File: src/logic/issue_settings.svh
`ifndef ISSUE_SETTINGS_SVH
`define ISSUE_SETTINGS_SVH

// data and address width
`define ISSUE_XLEN 32

// pred_taken + pred_target + two fetch fault bits + pc + inst
`define ISSUE_ENTRY_W 99

`define ISSUE_REG_W 5

// jal writes the return address here
`define ISSUE_LINK_REG 5'd31

`endif
File: src/logic/issue_pkg.sv
`include "issue_settings.svh"

package issue_pkg;

    // one fetch queue entry, msb first
    typedef struct packed {
        logic                    pred_taken;
        logic [`ISSUE_XLEN-1:0] pred_target;
        logic                    i_refill;
        logic                    i_invalid;
        logic [`ISSUE_XLEN-1:0] pc;
        logic [`ISSUE_XLEN-1:0] inst;
    } fetch_entry_t;

    // register form
    typedef struct packed {
        logic [5:0]              opcode;
        logic [`ISSUE_REG_W-1:0] rs;
        logic [`ISSUE_REG_W-1:0] rt;
        logic [`ISSUE_REG_W-1:0] rd;
        logic [4:0]              sa;
        logic [5:0]              funct;
    } inst_r_t;

    // immediate form
    // jump target is {rs, rt, imm}
    typedef struct packed {
        logic [5:0]              opcode;
        logic [`ISSUE_REG_W-1:0] rs;
        logic [`ISSUE_REG_W-1:0] rt;
        logic [15:0]             imm;
    } inst_i_t;

    typedef union packed {
        inst_r_t r;
        inst_i_t i;
    } inst_word_u;

endpackage

File: src/logic/decoded_if.sv
`include "issue_settings.svh"

interface decoded_if;

    logic [`ISSUE_REG_W-1:0] rs;
    logic [`ISSUE_REG_W-1:0] rt;
    logic [`ISSUE_REG_W-1:0] w_reg_dst;
    logic                    w_reg_ena;

    // instruction classes
    logic is_branch;
    logic is_j_imme;
    logic is_jr;
    logic is_ls;
    logic is_mul;
    logic is_hilo;
    logic is_cop0;
    logic is_tlbp;
    logic is_tlbr;
    logic is_tlbwi;
    logic is_check_ov;
    logic is_ri;

    modport dec (
        output rs, rt, w_reg_dst, w_reg_ena,
        output is_branch, is_j_imme, is_jr, is_ls, is_mul, is_hilo,
        output is_cop0, is_tlbp, is_tlbr, is_tlbwi, is_check_ov, is_ri
    );

    modport user (
        input rs, rt, w_reg_dst, w_reg_ena,
        input is_branch, is_j_imme, is_jr, is_ls, is_mul, is_hilo,
        input is_cop0, is_tlbp, is_tlbr, is_tlbwi, is_check_ov, is_ri
    );

endinterface

File: src/logic/dual_issue_top.sv
`include "issue_settings.svh"

module dual_issue_top (
    input  logic                      clk,
    input  logic                      rst,
    input  logic                      stall,
    input  logic                      cls_refetch,
    input  logic [`ISSUE_ENTRY_W-1:0] entry_1,
    input  logic                      entry_1_ok,
    input  logic [`ISSUE_ENTRY_W-1:0] entry_2,
    input  logic                      entry_2_ok,
    output logic                      pop_1,
    output logic                      pop_2,
    output logic                      out_valid_1,
    output logic [`ISSUE_XLEN-1:0]    out_pc_1,
    output logic [`ISSUE_XLEN-1:0]    out_inst_1,
    output logic                      out_w_reg_ena_1,
    output logic [`ISSUE_REG_W-1:0]   out_w_reg_dst_1,
    output logic                      out_in_ds_1,
    output logic                      out_refetch_1,
    output logic                      out_adel_1,
    output logic                      out_tlb_refill_1,
    output logic                      out_tlb_invalid_1,
    output logic                      out_valid_2,
    output logic [`ISSUE_XLEN-1:0]    out_pc_2,
    output logic [`ISSUE_XLEN-1:0]    out_inst_2,
    output logic                      out_w_reg_ena_2,
    output logic [`ISSUE_REG_W-1:0]   out_w_reg_dst_2,
    output logic                      out_in_ds_2,
    output logic                      out_refetch_2,
    output logic                      out_adel_2,
    output logic                      out_tlb_refill_2,
    output logic                      out_tlb_invalid_2
);

    issue_pkg::fetch_entry_t ent_1;
    issue_pkg::fetch_entry_t ent_2;
    logic                    in_ds_1;
    logic                    in_ds_2;
    logic                    refetch;

    assign ent_1 = entry_1;
    assign ent_2 = entry_2;

    decoded_if dec_1 ();
    decoded_if dec_2 ();

    inst_decoder u_dec_1 (.inst(ent_1.inst), .dec(dec_1));
    inst_decoder u_dec_2 (.inst(ent_2.inst), .dec(dec_2));

    pair_issue_ctrl u_ctrl (
        .clk(clk), .rst(rst), .stall(stall), .cls_refetch(cls_refetch),
        .ok_1(entry_1_ok), .ok_2(entry_2_ok), .d1(dec_1), .d2(dec_2),
        .pc_1(ent_1.pc), .pc_2(ent_2.pc),
        .i_refill_2(ent_2.i_refill), .i_invalid_2(ent_2.i_invalid),
        .pop_1(pop_1), .pop_2(pop_2),
        .in_ds_1(in_ds_1), .in_ds_2(in_ds_2), .refetch(refetch)
    );

    issue_pipe_reg u_pipe (
        .clk(clk), .rst(rst), .stall(stall), .pop_1(pop_1), .pop_2(pop_2),
        .entry_1(ent_1), .entry_2(ent_2), .d1(dec_1), .d2(dec_2),
        .in_ds_1(in_ds_1), .in_ds_2(in_ds_2), .refetch(refetch),
        .out_valid_1(out_valid_1), .out_pc_1(out_pc_1), .out_inst_1(out_inst_1),
        .out_w_reg_ena_1(out_w_reg_ena_1), .out_w_reg_dst_1(out_w_reg_dst_1),
        .out_in_ds_1(out_in_ds_1), .out_refetch_1(out_refetch_1),
        .out_adel_1(out_adel_1), .out_tlb_refill_1(out_tlb_refill_1),
        .out_tlb_invalid_1(out_tlb_invalid_1),
        .out_valid_2(out_valid_2), .out_pc_2(out_pc_2), .out_inst_2(out_inst_2),
        .out_w_reg_ena_2(out_w_reg_ena_2), .out_w_reg_dst_2(out_w_reg_dst_2),
        .out_in_ds_2(out_in_ds_2), .out_refetch_2(out_refetch_2),
        .out_adel_2(out_adel_2), .out_tlb_refill_2(out_tlb_refill_2),
        .out_tlb_invalid_2(out_tlb_invalid_2)
    );

endmodule

File: src/logic/issue_pipe_reg.sv
`include "issue_settings.svh"

module issue_pipe_reg (
    input  logic                     clk,
    input  logic                     rst,
    input  logic                     stall,
    input  logic                     pop_1,
    input  logic                     pop_2,
    input  issue_pkg::fetch_entry_t  entry_1,
    input  issue_pkg::fetch_entry_t  entry_2,
    decoded_if.user                  d1,
    decoded_if.user                  d2,
    input  logic                     in_ds_1,
    input  logic                     in_ds_2,
    input  logic                     refetch,
    output logic                     out_valid_1,
    output logic [`ISSUE_XLEN-1:0]   out_pc_1,
    output logic [`ISSUE_XLEN-1:0]   out_inst_1,
    output logic                     out_w_reg_ena_1,
    output logic [`ISSUE_REG_W-1:0]  out_w_reg_dst_1,
    output logic                     out_in_ds_1,
    output logic                     out_refetch_1,
    output logic                     out_adel_1,
    output logic                     out_tlb_refill_1,
    output logic                     out_tlb_invalid_1,
    output logic                     out_valid_2,
    output logic [`ISSUE_XLEN-1:0]   out_pc_2,
    output logic [`ISSUE_XLEN-1:0]   out_inst_2,
    output logic                     out_w_reg_ena_2,
    output logic [`ISSUE_REG_W-1:0]  out_w_reg_dst_2,
    output logic                     out_in_ds_2,
    output logic                     out_refetch_2,
    output logic                     out_adel_2,
    output logic                     out_tlb_refill_2,
    output logic                     out_tlb_invalid_2
);

    always_ff @(posedge clk) begin
        if (rst) begin
            out_valid_1 <= 1'b0;
            out_valid_2 <= 1'b0;
        end else if (!stall) begin
            out_valid_1 <= pop_1;
            out_valid_2 <= pop_2;
        end
    end

    // payload follows valid, held under stall
    always_ff @(posedge clk) begin
        if (!stall) begin
            out_pc_1          <= entry_1.pc;
            out_inst_1        <= entry_1.inst;
            out_w_reg_ena_1   <= d1.w_reg_ena;
            out_w_reg_dst_1   <= d1.w_reg_dst;
            out_in_ds_1       <= in_ds_1;
            out_refetch_1     <= refetch;
            out_adel_1        <= entry_1.pc[1:0] != 2'b00;
            out_tlb_refill_1  <= entry_1.i_refill;
            out_tlb_invalid_1 <= entry_1.i_invalid;
            out_pc_2          <= entry_2.pc;
            out_inst_2        <= entry_2.inst;
            out_w_reg_ena_2   <= d2.w_reg_ena;
            out_w_reg_dst_2   <= d2.w_reg_dst;
            out_in_ds_2       <= in_ds_2;
            out_refetch_2     <= refetch;
            out_adel_2        <= entry_2.pc[1:0] != 2'b00;
            out_tlb_refill_2  <= entry_2.i_refill;
            out_tlb_invalid_2 <= entry_2.i_invalid;
        end
    end

endmodule

File: src/logic/pair_issue_ctrl.sv
`include "issue_settings.svh"

module pair_issue_ctrl (
    input  logic                   clk,
    input  logic                   rst,
    input  logic                   stall,
    input  logic                   cls_refetch,
    input  logic                   ok_1,
    input  logic                   ok_2,
    decoded_if.user                d1,
    decoded_if.user                d2,
    input  logic [`ISSUE_XLEN-1:0] pc_1,
    input  logic [`ISSUE_XLEN-1:0] pc_2,
    input  logic                   i_refill_2,
    input  logic                   i_invalid_2,
    output logic                   pop_1,
    output logic                   pop_2,
    output logic                   in_ds_1,
    output logic                   in_ds_2,
    output logic                   refetch
);

    logic in_ds;
    logic jmp_1;
    logic jmp_2;
    logic raw_hazard;
    logic adel_2;
    logic pair_block;

    assign jmp_1 = d1.is_branch || d1.is_j_imme || d1.is_jr;
    assign jmp_2 = d2.is_branch || d2.is_j_imme || d2.is_jr;

    // w_reg_ena already excludes $0
    assign raw_hazard = d1.w_reg_ena &&
                        (d1.w_reg_dst == d2.rs || d1.w_reg_dst == d2.rt);

    assign adel_2 = pc_2[1:0] != 2'b00;

    assign pair_block = in_ds || raw_hazard || jmp_2 ||
                        d2.is_hilo || d2.is_cop0 || d2.is_ls || d2.is_ri ||
                        d2.is_check_ov || d2.is_mul ||
                        adel_2 || i_refill_2 || i_invalid_2 ||
                        d1.is_tlbp || d1.is_tlbr || d1.is_tlbwi;

    always_comb begin
        pop_1 = 1'b0;
        pop_2 = 1'b0;
        if (!stall && ok_1 && ok_2) begin
            pop_1 = 1'b1;
            pop_2 = !pair_block;
        end
    end

    // delay slot pending until the next slot 1 issues
    always_ff @(posedge clk) begin
        if (rst) begin
            in_ds <= 1'b0;
        end else if (pop_1) begin
            in_ds <= jmp_1 && !pop_2;
        end
    end

    always_ff @(posedge clk) begin
        if (rst) begin
            refetch <= 1'b0;
        end else if (refetch) begin
            refetch <= !cls_refetch;
        end else begin
            refetch <= (pop_1 && (d1.is_tlbr || d1.is_tlbwi)) ||
                       (pop_2 && (d2.is_tlbr || d2.is_tlbwi));
        end
    end

    assign in_ds_1 = in_ds;
    assign in_ds_2 = jmp_1 && pop_2;

endmodule

File: src/logic/inst_decoder.sv
`include "issue_settings.svh"

module inst_decoder (
    input issue_pkg::inst_word_u inst,
    decoded_if.dec               dec
);

    logic                    has_dst;
    logic [`ISSUE_REG_W-1:0] dst;

    assign dec.rs        = inst.r.rs;
    assign dec.rt        = inst.i.rt;
    assign dec.w_reg_dst = has_dst ? dst : '0;
    assign dec.w_reg_ena = has_dst && (dst != '0);

    always_comb begin
        has_dst         = 1'b0;
        dst             = inst.r.rd;
        dec.is_branch   = 1'b0;
        dec.is_j_imme   = 1'b0;
        dec.is_jr       = 1'b0;
        dec.is_ls       = 1'b0;
        dec.is_mul      = 1'b0;
        dec.is_hilo     = 1'b0;
        dec.is_cop0     = 1'b0;
        dec.is_tlbp     = 1'b0;
        dec.is_tlbr     = 1'b0;
        dec.is_tlbwi    = 1'b0;
        dec.is_check_ov = 1'b0;
        dec.is_ri       = 1'b0;
        case (inst.r.opcode)
            6'h00: begin
                case (inst.r.funct)
                    6'h00, 6'h02, 6'h03, 6'h04, 6'h06, 6'h07,
                    6'h21, 6'h23, 6'h24, 6'h25, 6'h26, 6'h27, 6'h2a, 6'h2b: begin
                        has_dst = 1'b1;
                    end
                    // add, sub
                    6'h20, 6'h22: begin
                        has_dst         = 1'b1;
                        dec.is_check_ov = 1'b1;
                    end
                    6'h08: dec.is_jr = 1'b1;
                    // jalr links through rd
                    6'h09: begin
                        dec.is_jr = 1'b1;
                        has_dst   = 1'b1;
                    end
                    // mfhi, mflo
                    6'h10, 6'h12: begin
                        dec.is_hilo = 1'b1;
                        has_dst     = 1'b1;
                    end
                    // mthi, mtlo, mult, multu, div, divu
                    6'h11, 6'h13, 6'h18, 6'h19, 6'h1a, 6'h1b: dec.is_hilo = 1'b1;
                    default: dec.is_ri = 1'b1;
                endcase
            end
            // bltz, bgez only
            6'h01: begin
                if (inst.i.rt == 5'h00 || inst.i.rt == 5'h01) begin
                    dec.is_branch = 1'b1;
                end else begin
                    dec.is_ri = 1'b1;
                end
            end
            6'h02: dec.is_j_imme = 1'b1;
            6'h03: begin
                dec.is_j_imme = 1'b1;
                has_dst       = 1'b1;
                dst           = `ISSUE_LINK_REG;
            end
            6'h04, 6'h05, 6'h06, 6'h07: dec.is_branch = 1'b1;
            6'h08: begin
                has_dst         = 1'b1;
                dst             = inst.i.rt;
                dec.is_check_ov = 1'b1;
            end
            6'h09, 6'h0a, 6'h0b, 6'h0c, 6'h0d, 6'h0e, 6'h0f: begin
                has_dst = 1'b1;
                dst     = inst.i.rt;
            end
            6'h10: begin
                dec.is_cop0 = 1'b1;
                case (inst.i.rs)
                    // mfc0
                    5'h00: begin
                        has_dst = 1'b1;
                        dst     = inst.i.rt;
                    end
                    5'h04: ;
                    // co bit set, tlb ops by funct
                    5'h10: begin
                        dec.is_tlbr  = inst.r.funct == 6'h01;
                        dec.is_tlbwi = inst.r.funct == 6'h02;
                        dec.is_tlbp  = inst.r.funct == 6'h08;
                        dec.is_ri    = !(dec.is_tlbr || dec.is_tlbwi || dec.is_tlbp);
                    end
                    default: dec.is_ri = 1'b1;
                endcase
            end
            // special2 mul
            6'h1c: begin
                if (inst.r.funct == 6'h02) begin
                    dec.is_mul = 1'b1;
                    has_dst    = 1'b1;
                end else begin
                    dec.is_ri = 1'b1;
                end
            end
            6'h20, 6'h21, 6'h23, 6'h24, 6'h25: begin
                dec.is_ls = 1'b1;
                has_dst   = 1'b1;
                dst       = inst.i.rt;
            end
            6'h28, 6'h29, 6'h2b: dec.is_ls = 1'b1;
            default: dec.is_ri = 1'b1;
        endcase
    end

endmodule

File: config.mk
export PLATFORM = sky130hd
export DESIGN_NAME = dual_issue_top
export DESIGN_NICKNAME = d
export VERILOG_FILES = /design/src/logic/issue_pkg.sv /design/src/logic/decoded_if.sv /design/src/logic/dual_issue_top.sv /design/src/logic/issue_pipe_reg.sv /design/src/logic/pair_issue_ctrl.sv /design/src/logic/inst_decoder.sv
export VERILOG_INCLUDE_DIRS = /design/src /design/src/logic
export SDC_FILE = /design/constraint.sdc
export NUM_CORES = 1
export LEC_CHECK = 0
export BUFFER_PORTS_ARGS = -buffer_cell sky130_fd_sc_hd__buf_2
export CAP_MARGIN = 20
export CORE_MARGIN = 2
export CORE_UTILIZATION = 29
export CTS_CLUSTER_SIZE = 10
export DETAILED_ROUTE_END_ITERATION = 16
export MAX_ROUTING_LAYER = met4
export PLACE_DENSITY = 0.69
export SLEW_MARGIN = 0
export SYNTH_ARGS = -nofsm -noshare
export SYNTH_HDL_FRONTEND = slang
export SYNTH_SLANG_ARGS = --single-unit
File: constraint.sdc
create_clock -name clk -period 5.5 [get_ports clk]
set_input_delay 0 -clock clk [delete_from_list [all_inputs] [get_ports clk]]
set_output_delay 0 -clock clk [all_outputs]
set_load 0.03 [all_outputs]
* Word-level counts from Yosys, hierarchy flattened
Cells that the tools add are included.
Widths: inputs -> output; s select.
** Storage, ports and cells
- Flip-flop bits (word level) :: 153
- Latch bits :: 0
- Memory bits (writable) :: 0
- Bits in read-only memories :: 0
- Input bits :: 204
- Memories kept :: 0
** Operators by class
- Add/sub/neg operators :: 0
- Multipliers :: 0
- Divide/modulo/power cells :: 0
- $lt $le $gt $ge :: 0
- Equality and inequality tests :: 100
- Shifts and indexed selects :: 0
- Multiplexer cells :: 48
- Bitwise gates (word level) :: 0
- Reductions and logical operators :: 70
** Operators with widths (count)
- $eq 6x6->1 const B :: 33
- $eq 6x4->1 const B :: 20
- $eq 6x3->1 const B :: 14
- $eq 6x5->1 const B :: 14
- $eq 6x2->1 const B :: 8
- $reduce_or 19->1 :: 2
- $mux 1 :: 36
- $pmux 5 s3 :: 2
- $reduce_or 14->1 :: 2
- $logic_or 1x1->1 :: 26
- $reduce_or 13->1 :: 2
- $reduce_or 26->1 :: 1
- $eq 6x1->1 const B :: 4
- $logic_not 6->1 :: 4
- $reduce_or 22->1 :: 1
- $logic_not 5->1 :: 4
- $reduce_or 8->1 :: 2
- $mux 5 :: 3
- $reduce_or 2->1 :: 6
- $eq 5x1->1 const B :: 2
- $eq 5x5->1 :: 2
- $eq 5x5->1 const B :: 2
- $reduce_bool 5->1 :: 2
- $logic_and 1x1->1 :: 9
- 7 further kinds :: 17

* Depth between registers and ports, before layout
- Word-level depth :: 27
- Mapped depth :: 10
- Gate-level depth less buffers :: 8

* Modules after synthesis
Synthesis repeated with hierarchy kept, for this count alone.
** Second synthesis, totals
- Cells, all modules :: 397
- Area, all modules :: 6208.5 um^2
** By module, submodules not included
- issue_pipe_reg :: instances 1, cells an instance 159, area each 4565.6 um^2, sequential area each 4514.3 um^2
- inst_decoder :: instances 2, cells an instance 100, area each 668.1 um^2, sequential area each 0.0 um^2
- pair_issue_ctrl :: instances 1, cells an instance 38, area each 306.5 um^2, sequential area each 40.0 um^2

* Least setup slack after synthesis
Ideal clock, no wire load.
- Path kind :: in2out
- Start :: in stall
- End :: out pop_2
- Arrival time :: 5144 ps
- Required time :: 5500 ps
- Setup slack :: 356 ps
- Stages on the path :: 7
- Path buffers :: 0
- Path through :: inv_1 > nand3_1 > nor4_1 > nand3_1 > a41oi_1 > o311ai_1 > nor3_1
** Between the ends
- Longest elaborated chain between the ends :: 4
** RTL lines
- start, declared :: RTL line dual_issue_top.sv:6 : input logic stall,
- $logic_not 1->1
- $logic_and 1x1->1 (2 in a row) :: RTL line pair_issue_ctrl.sv:48 : if (!stall && ok_1 && ok_2) begin
- $mux 1 :: RTL line pair_issue_ctrl.sv:48
- end, declared :: RTL line dual_issue_top.sv:13 : output logic pop_2,
No other way between the ends.

* Final worst setup path
Ends and elaborated chain as after synthesis.

==> run summary <==
Run status -> completed
Number of CTS-inserted buffers -> 17
Wire per inst -> 17.2 um
WP data arrival -> 3490 ps
Setup Skew -> 10.8 ps
CP startpoint kind -> primary input
Final antenna-violating net count -> 0
Dominant synthesized flop cell -> edfxtp_1
Core Region -> 20400 um^2
Synth cell count leaders -> 149 x edfxtp_1, 22 x nor2_1, 14 x inv_1
Setup_tns -> 0 ps
Number of setup buffers added after CTS -> 0
GRT Overall Usage -> 17.3%
Setup violators final -> 0
I/O pin cnt -> 358
R2r endpoint -> u_ctrl.in_ds_1
Final wirelength -> 18.9 mm
FF-to-FF Start -> u_ctrl.in_ds_1
Rel. slew slack -> 38.0%
Clock Latency Late Sink -> 420 ps
H-tree level count -> 4
Cell area after layout -> 9760 um^2
Synth top area cells -> edfxtp_1 74%, nor2_1 1.4%, dfxtp_1 1.3%, a21oi_1 1.1%, nor4_1 1.0%
Final worst path period share -> 63.5%
Worst hold path class -> primary input to flip-flop
Max frequency -> 286 MHz
N_diodes -> 0
Detailed Place HPWL -> 13.1 mm
CP required -> 5500 ps
Clock transition at the registers of the reported paths -> 60 ps
Placed Area -> 7800 um^2
# DRC -> 0
Clock Path Buffers -> 2
Port Buffers -> 291
Unique masters post-synth -> 67
# rows -> 52
Area delta synth->final -> 60.9%
RSZ-0062 raised after global routing -> no
Initial DRC Count -> 258
Total grt overflow -> 0
Area of the mapped netlist -> 6060 um^2
Most frequent cell after synthesis -> edfxtp_1
Layout cells sized above 1 -> 41.4%
Die Width -> 149 um
TritonCTS clock tree -> yes
Timing endpoint of the critical path -> pop_2
Num Clock Sinks -> 153
Clock period minus worst slack -> 3490 ps
DIE AREA -> 22100 um^2
Worst-Margin Slew -> 929 ps
DRT Pass-1 Iters -> 4
Starting Density -> 29.8%
Initial antenna violation count -> 0
Power Dens Cells -> 317 nW/um^2
Worst R2R Setup Slack -> 3250 ps
Worst-path maximum fanout -> 74
Count of pins over their slew limit -> 0
Peak VDD IR -> 0.000190 V
First-pass GRT wire length -> 28.1 mm
LEAKAGE -> 0.00399 uW
Crit Path Category -> primary input to output pin
Yosys reg bits -> 153
Clock root cell -> clkbuf_16
Origin of the worst setup path -> stall
Reg2reg path depth -> 7
EDFF count, synth -> 149
Setup crit end kind -> output pin
Vias in the first global route -> 5152
MaxCap Viol Count -> 0
Mapped Cells -> 382
Vias -> 5067
Vias per std cell -> 4.61
Post-synth top area share -> 73.8%
Syn avg cell area -> 15.9 um^2
Die Ht -> 149 um
Seq/Total Area, Yosys -> 75.1%
Gpl congestion -> 0.878
Area leader, netlist -> edfxtp_1
Largest net degree at the start of global routing -> 78
Nets -> 1021
FFs w/ async S/R, synth -> 0%
Syn Nets -> 586
Syn. warnings -> 0
Final hold violation count -> 0
==> logic make-up (layout without fill, tap and decap cells) <==
family | after synthesis | count (layout) | share of synthesized area [%]
buffers and inverters | 27 | 474 | 2.06
xor gates and xnor gates | 2 | 2 | 0.289
DFF | 153 | 153 | 75.1
AOI/OAI and AO/OA | 76 | 76 | 9.45
and+or+nand+nor | 117 | 117 | 11.9
muxes | 7 | 7 | 1.18
==> flip-flops by register name, indices dropped and copies added, names as in the netlist, 5 cells and up <==
register / flops
u_pipe.out_pc_2: 32
u_pipe.out_inst_2: 32
u_pipe.out_w_reg_dst_1: 5
u_pipe.out_pc_1: 32
u_pipe.out_inst_1: 32
u_pipe.out_w_reg_dst_2: 5
==> per-layer routing <==
metal  wire length, um  vias up  GRT usage, %
li1                  -     2414             -
met1              7340     2394          19.2
met2              9960      231          30.6
met3              1260       28          4.29
met4               343        0          5.14
met5                 0        -             -
==> how the worst min path moves through the flow <==
stage                            from                  end  slack (ps)  cells after the start
after floorplan                   rst       u_ctrl.refetch          70                      1
after global placement    entry_1[52]  u_pipe.out_pc_1[20]         180                      1
after detailed placement  entry_2[63]  u_pipe.out_pc_2[31]         180                      1
after CTS                  entry_2_ok       u_ctrl.in_ds_1         180                      4
after global routing       entry_2_ok       u_ctrl.in_ds_1         240                      4
final                      entry_2_ok       u_ctrl.in_ds_1         180                      4
==> placed cells by master, fill, tap and decap left out, types with 5 or more instances in the layout <==
master         count
buf_2            291
edfxtp_1         149
dlygate4sd3_1    137
nor2_1            22
clkbuf_16         17
inv_1             13
a21oi_1           13
nor3_1            11
o21ai_0           11
nor4_1            10
or3_1             10
nand3_1            9
nand2b_1           7
or4_1              7
nand2_1            7
mux2i_1            6
clkinvlp_4         6
inv_6              5
nor2b_1            5
o211ai_1           5
==> critical path, cell delays in order <==
cell and delay, ps:
dlygate4sd3_1 550, buf_2 160, inv_6 480, nand3_1 450, nor4_1 390, nand3_1 160, a41oi_1 320, o311ai_1 330
nor3_1 360, buf_2 270
==> where the power goes <==
part | internal [uW] | total [uW] | switching (uW)
Clock | 677 | 1170 | 491
Sequential | 1380 | 1400 | 23.3
Combinational | 186 | 522 | 336
==> metrics by stage <==
stage / utilization, % / total power (uW) / instances / hold WS (ps) / setup slack (ps)
after floorplan: - / 1700 / 382 / 69.1 / 356
after global placement: 38.3 / 1870 / 931 / 177 / 2350
after detailed placement: 38.3 / 1870 / 931 / 178 / 2370
after CTS: 47.9 / 3130 / 1099 / 179 / 1770
after global routing: 47.9 / 3220 / 1099 / 236 / 1720
final: 47.9 / 3090 / 1099 / 180 / 2010
==> what timing repair did <==
action                    4_1_cts  5_1_grt
hold buffers                  137        0
hold endpoints to repair      142        0
resized for setup               0        0
==> layout make-up <==
type / count / area [um^2]
fillers: 1785 / 10600
flip-flops and latches: 153 / 4550
repair buffers: 429 / 2840
multi-input cells: 202 / 1380
clock buffers: 17 / 425
well taps: 270 / 338
clock inverters: 14 / 163
inverters: 14 / 57.6
Note: power is estimated with default switching activity, not from simulation.
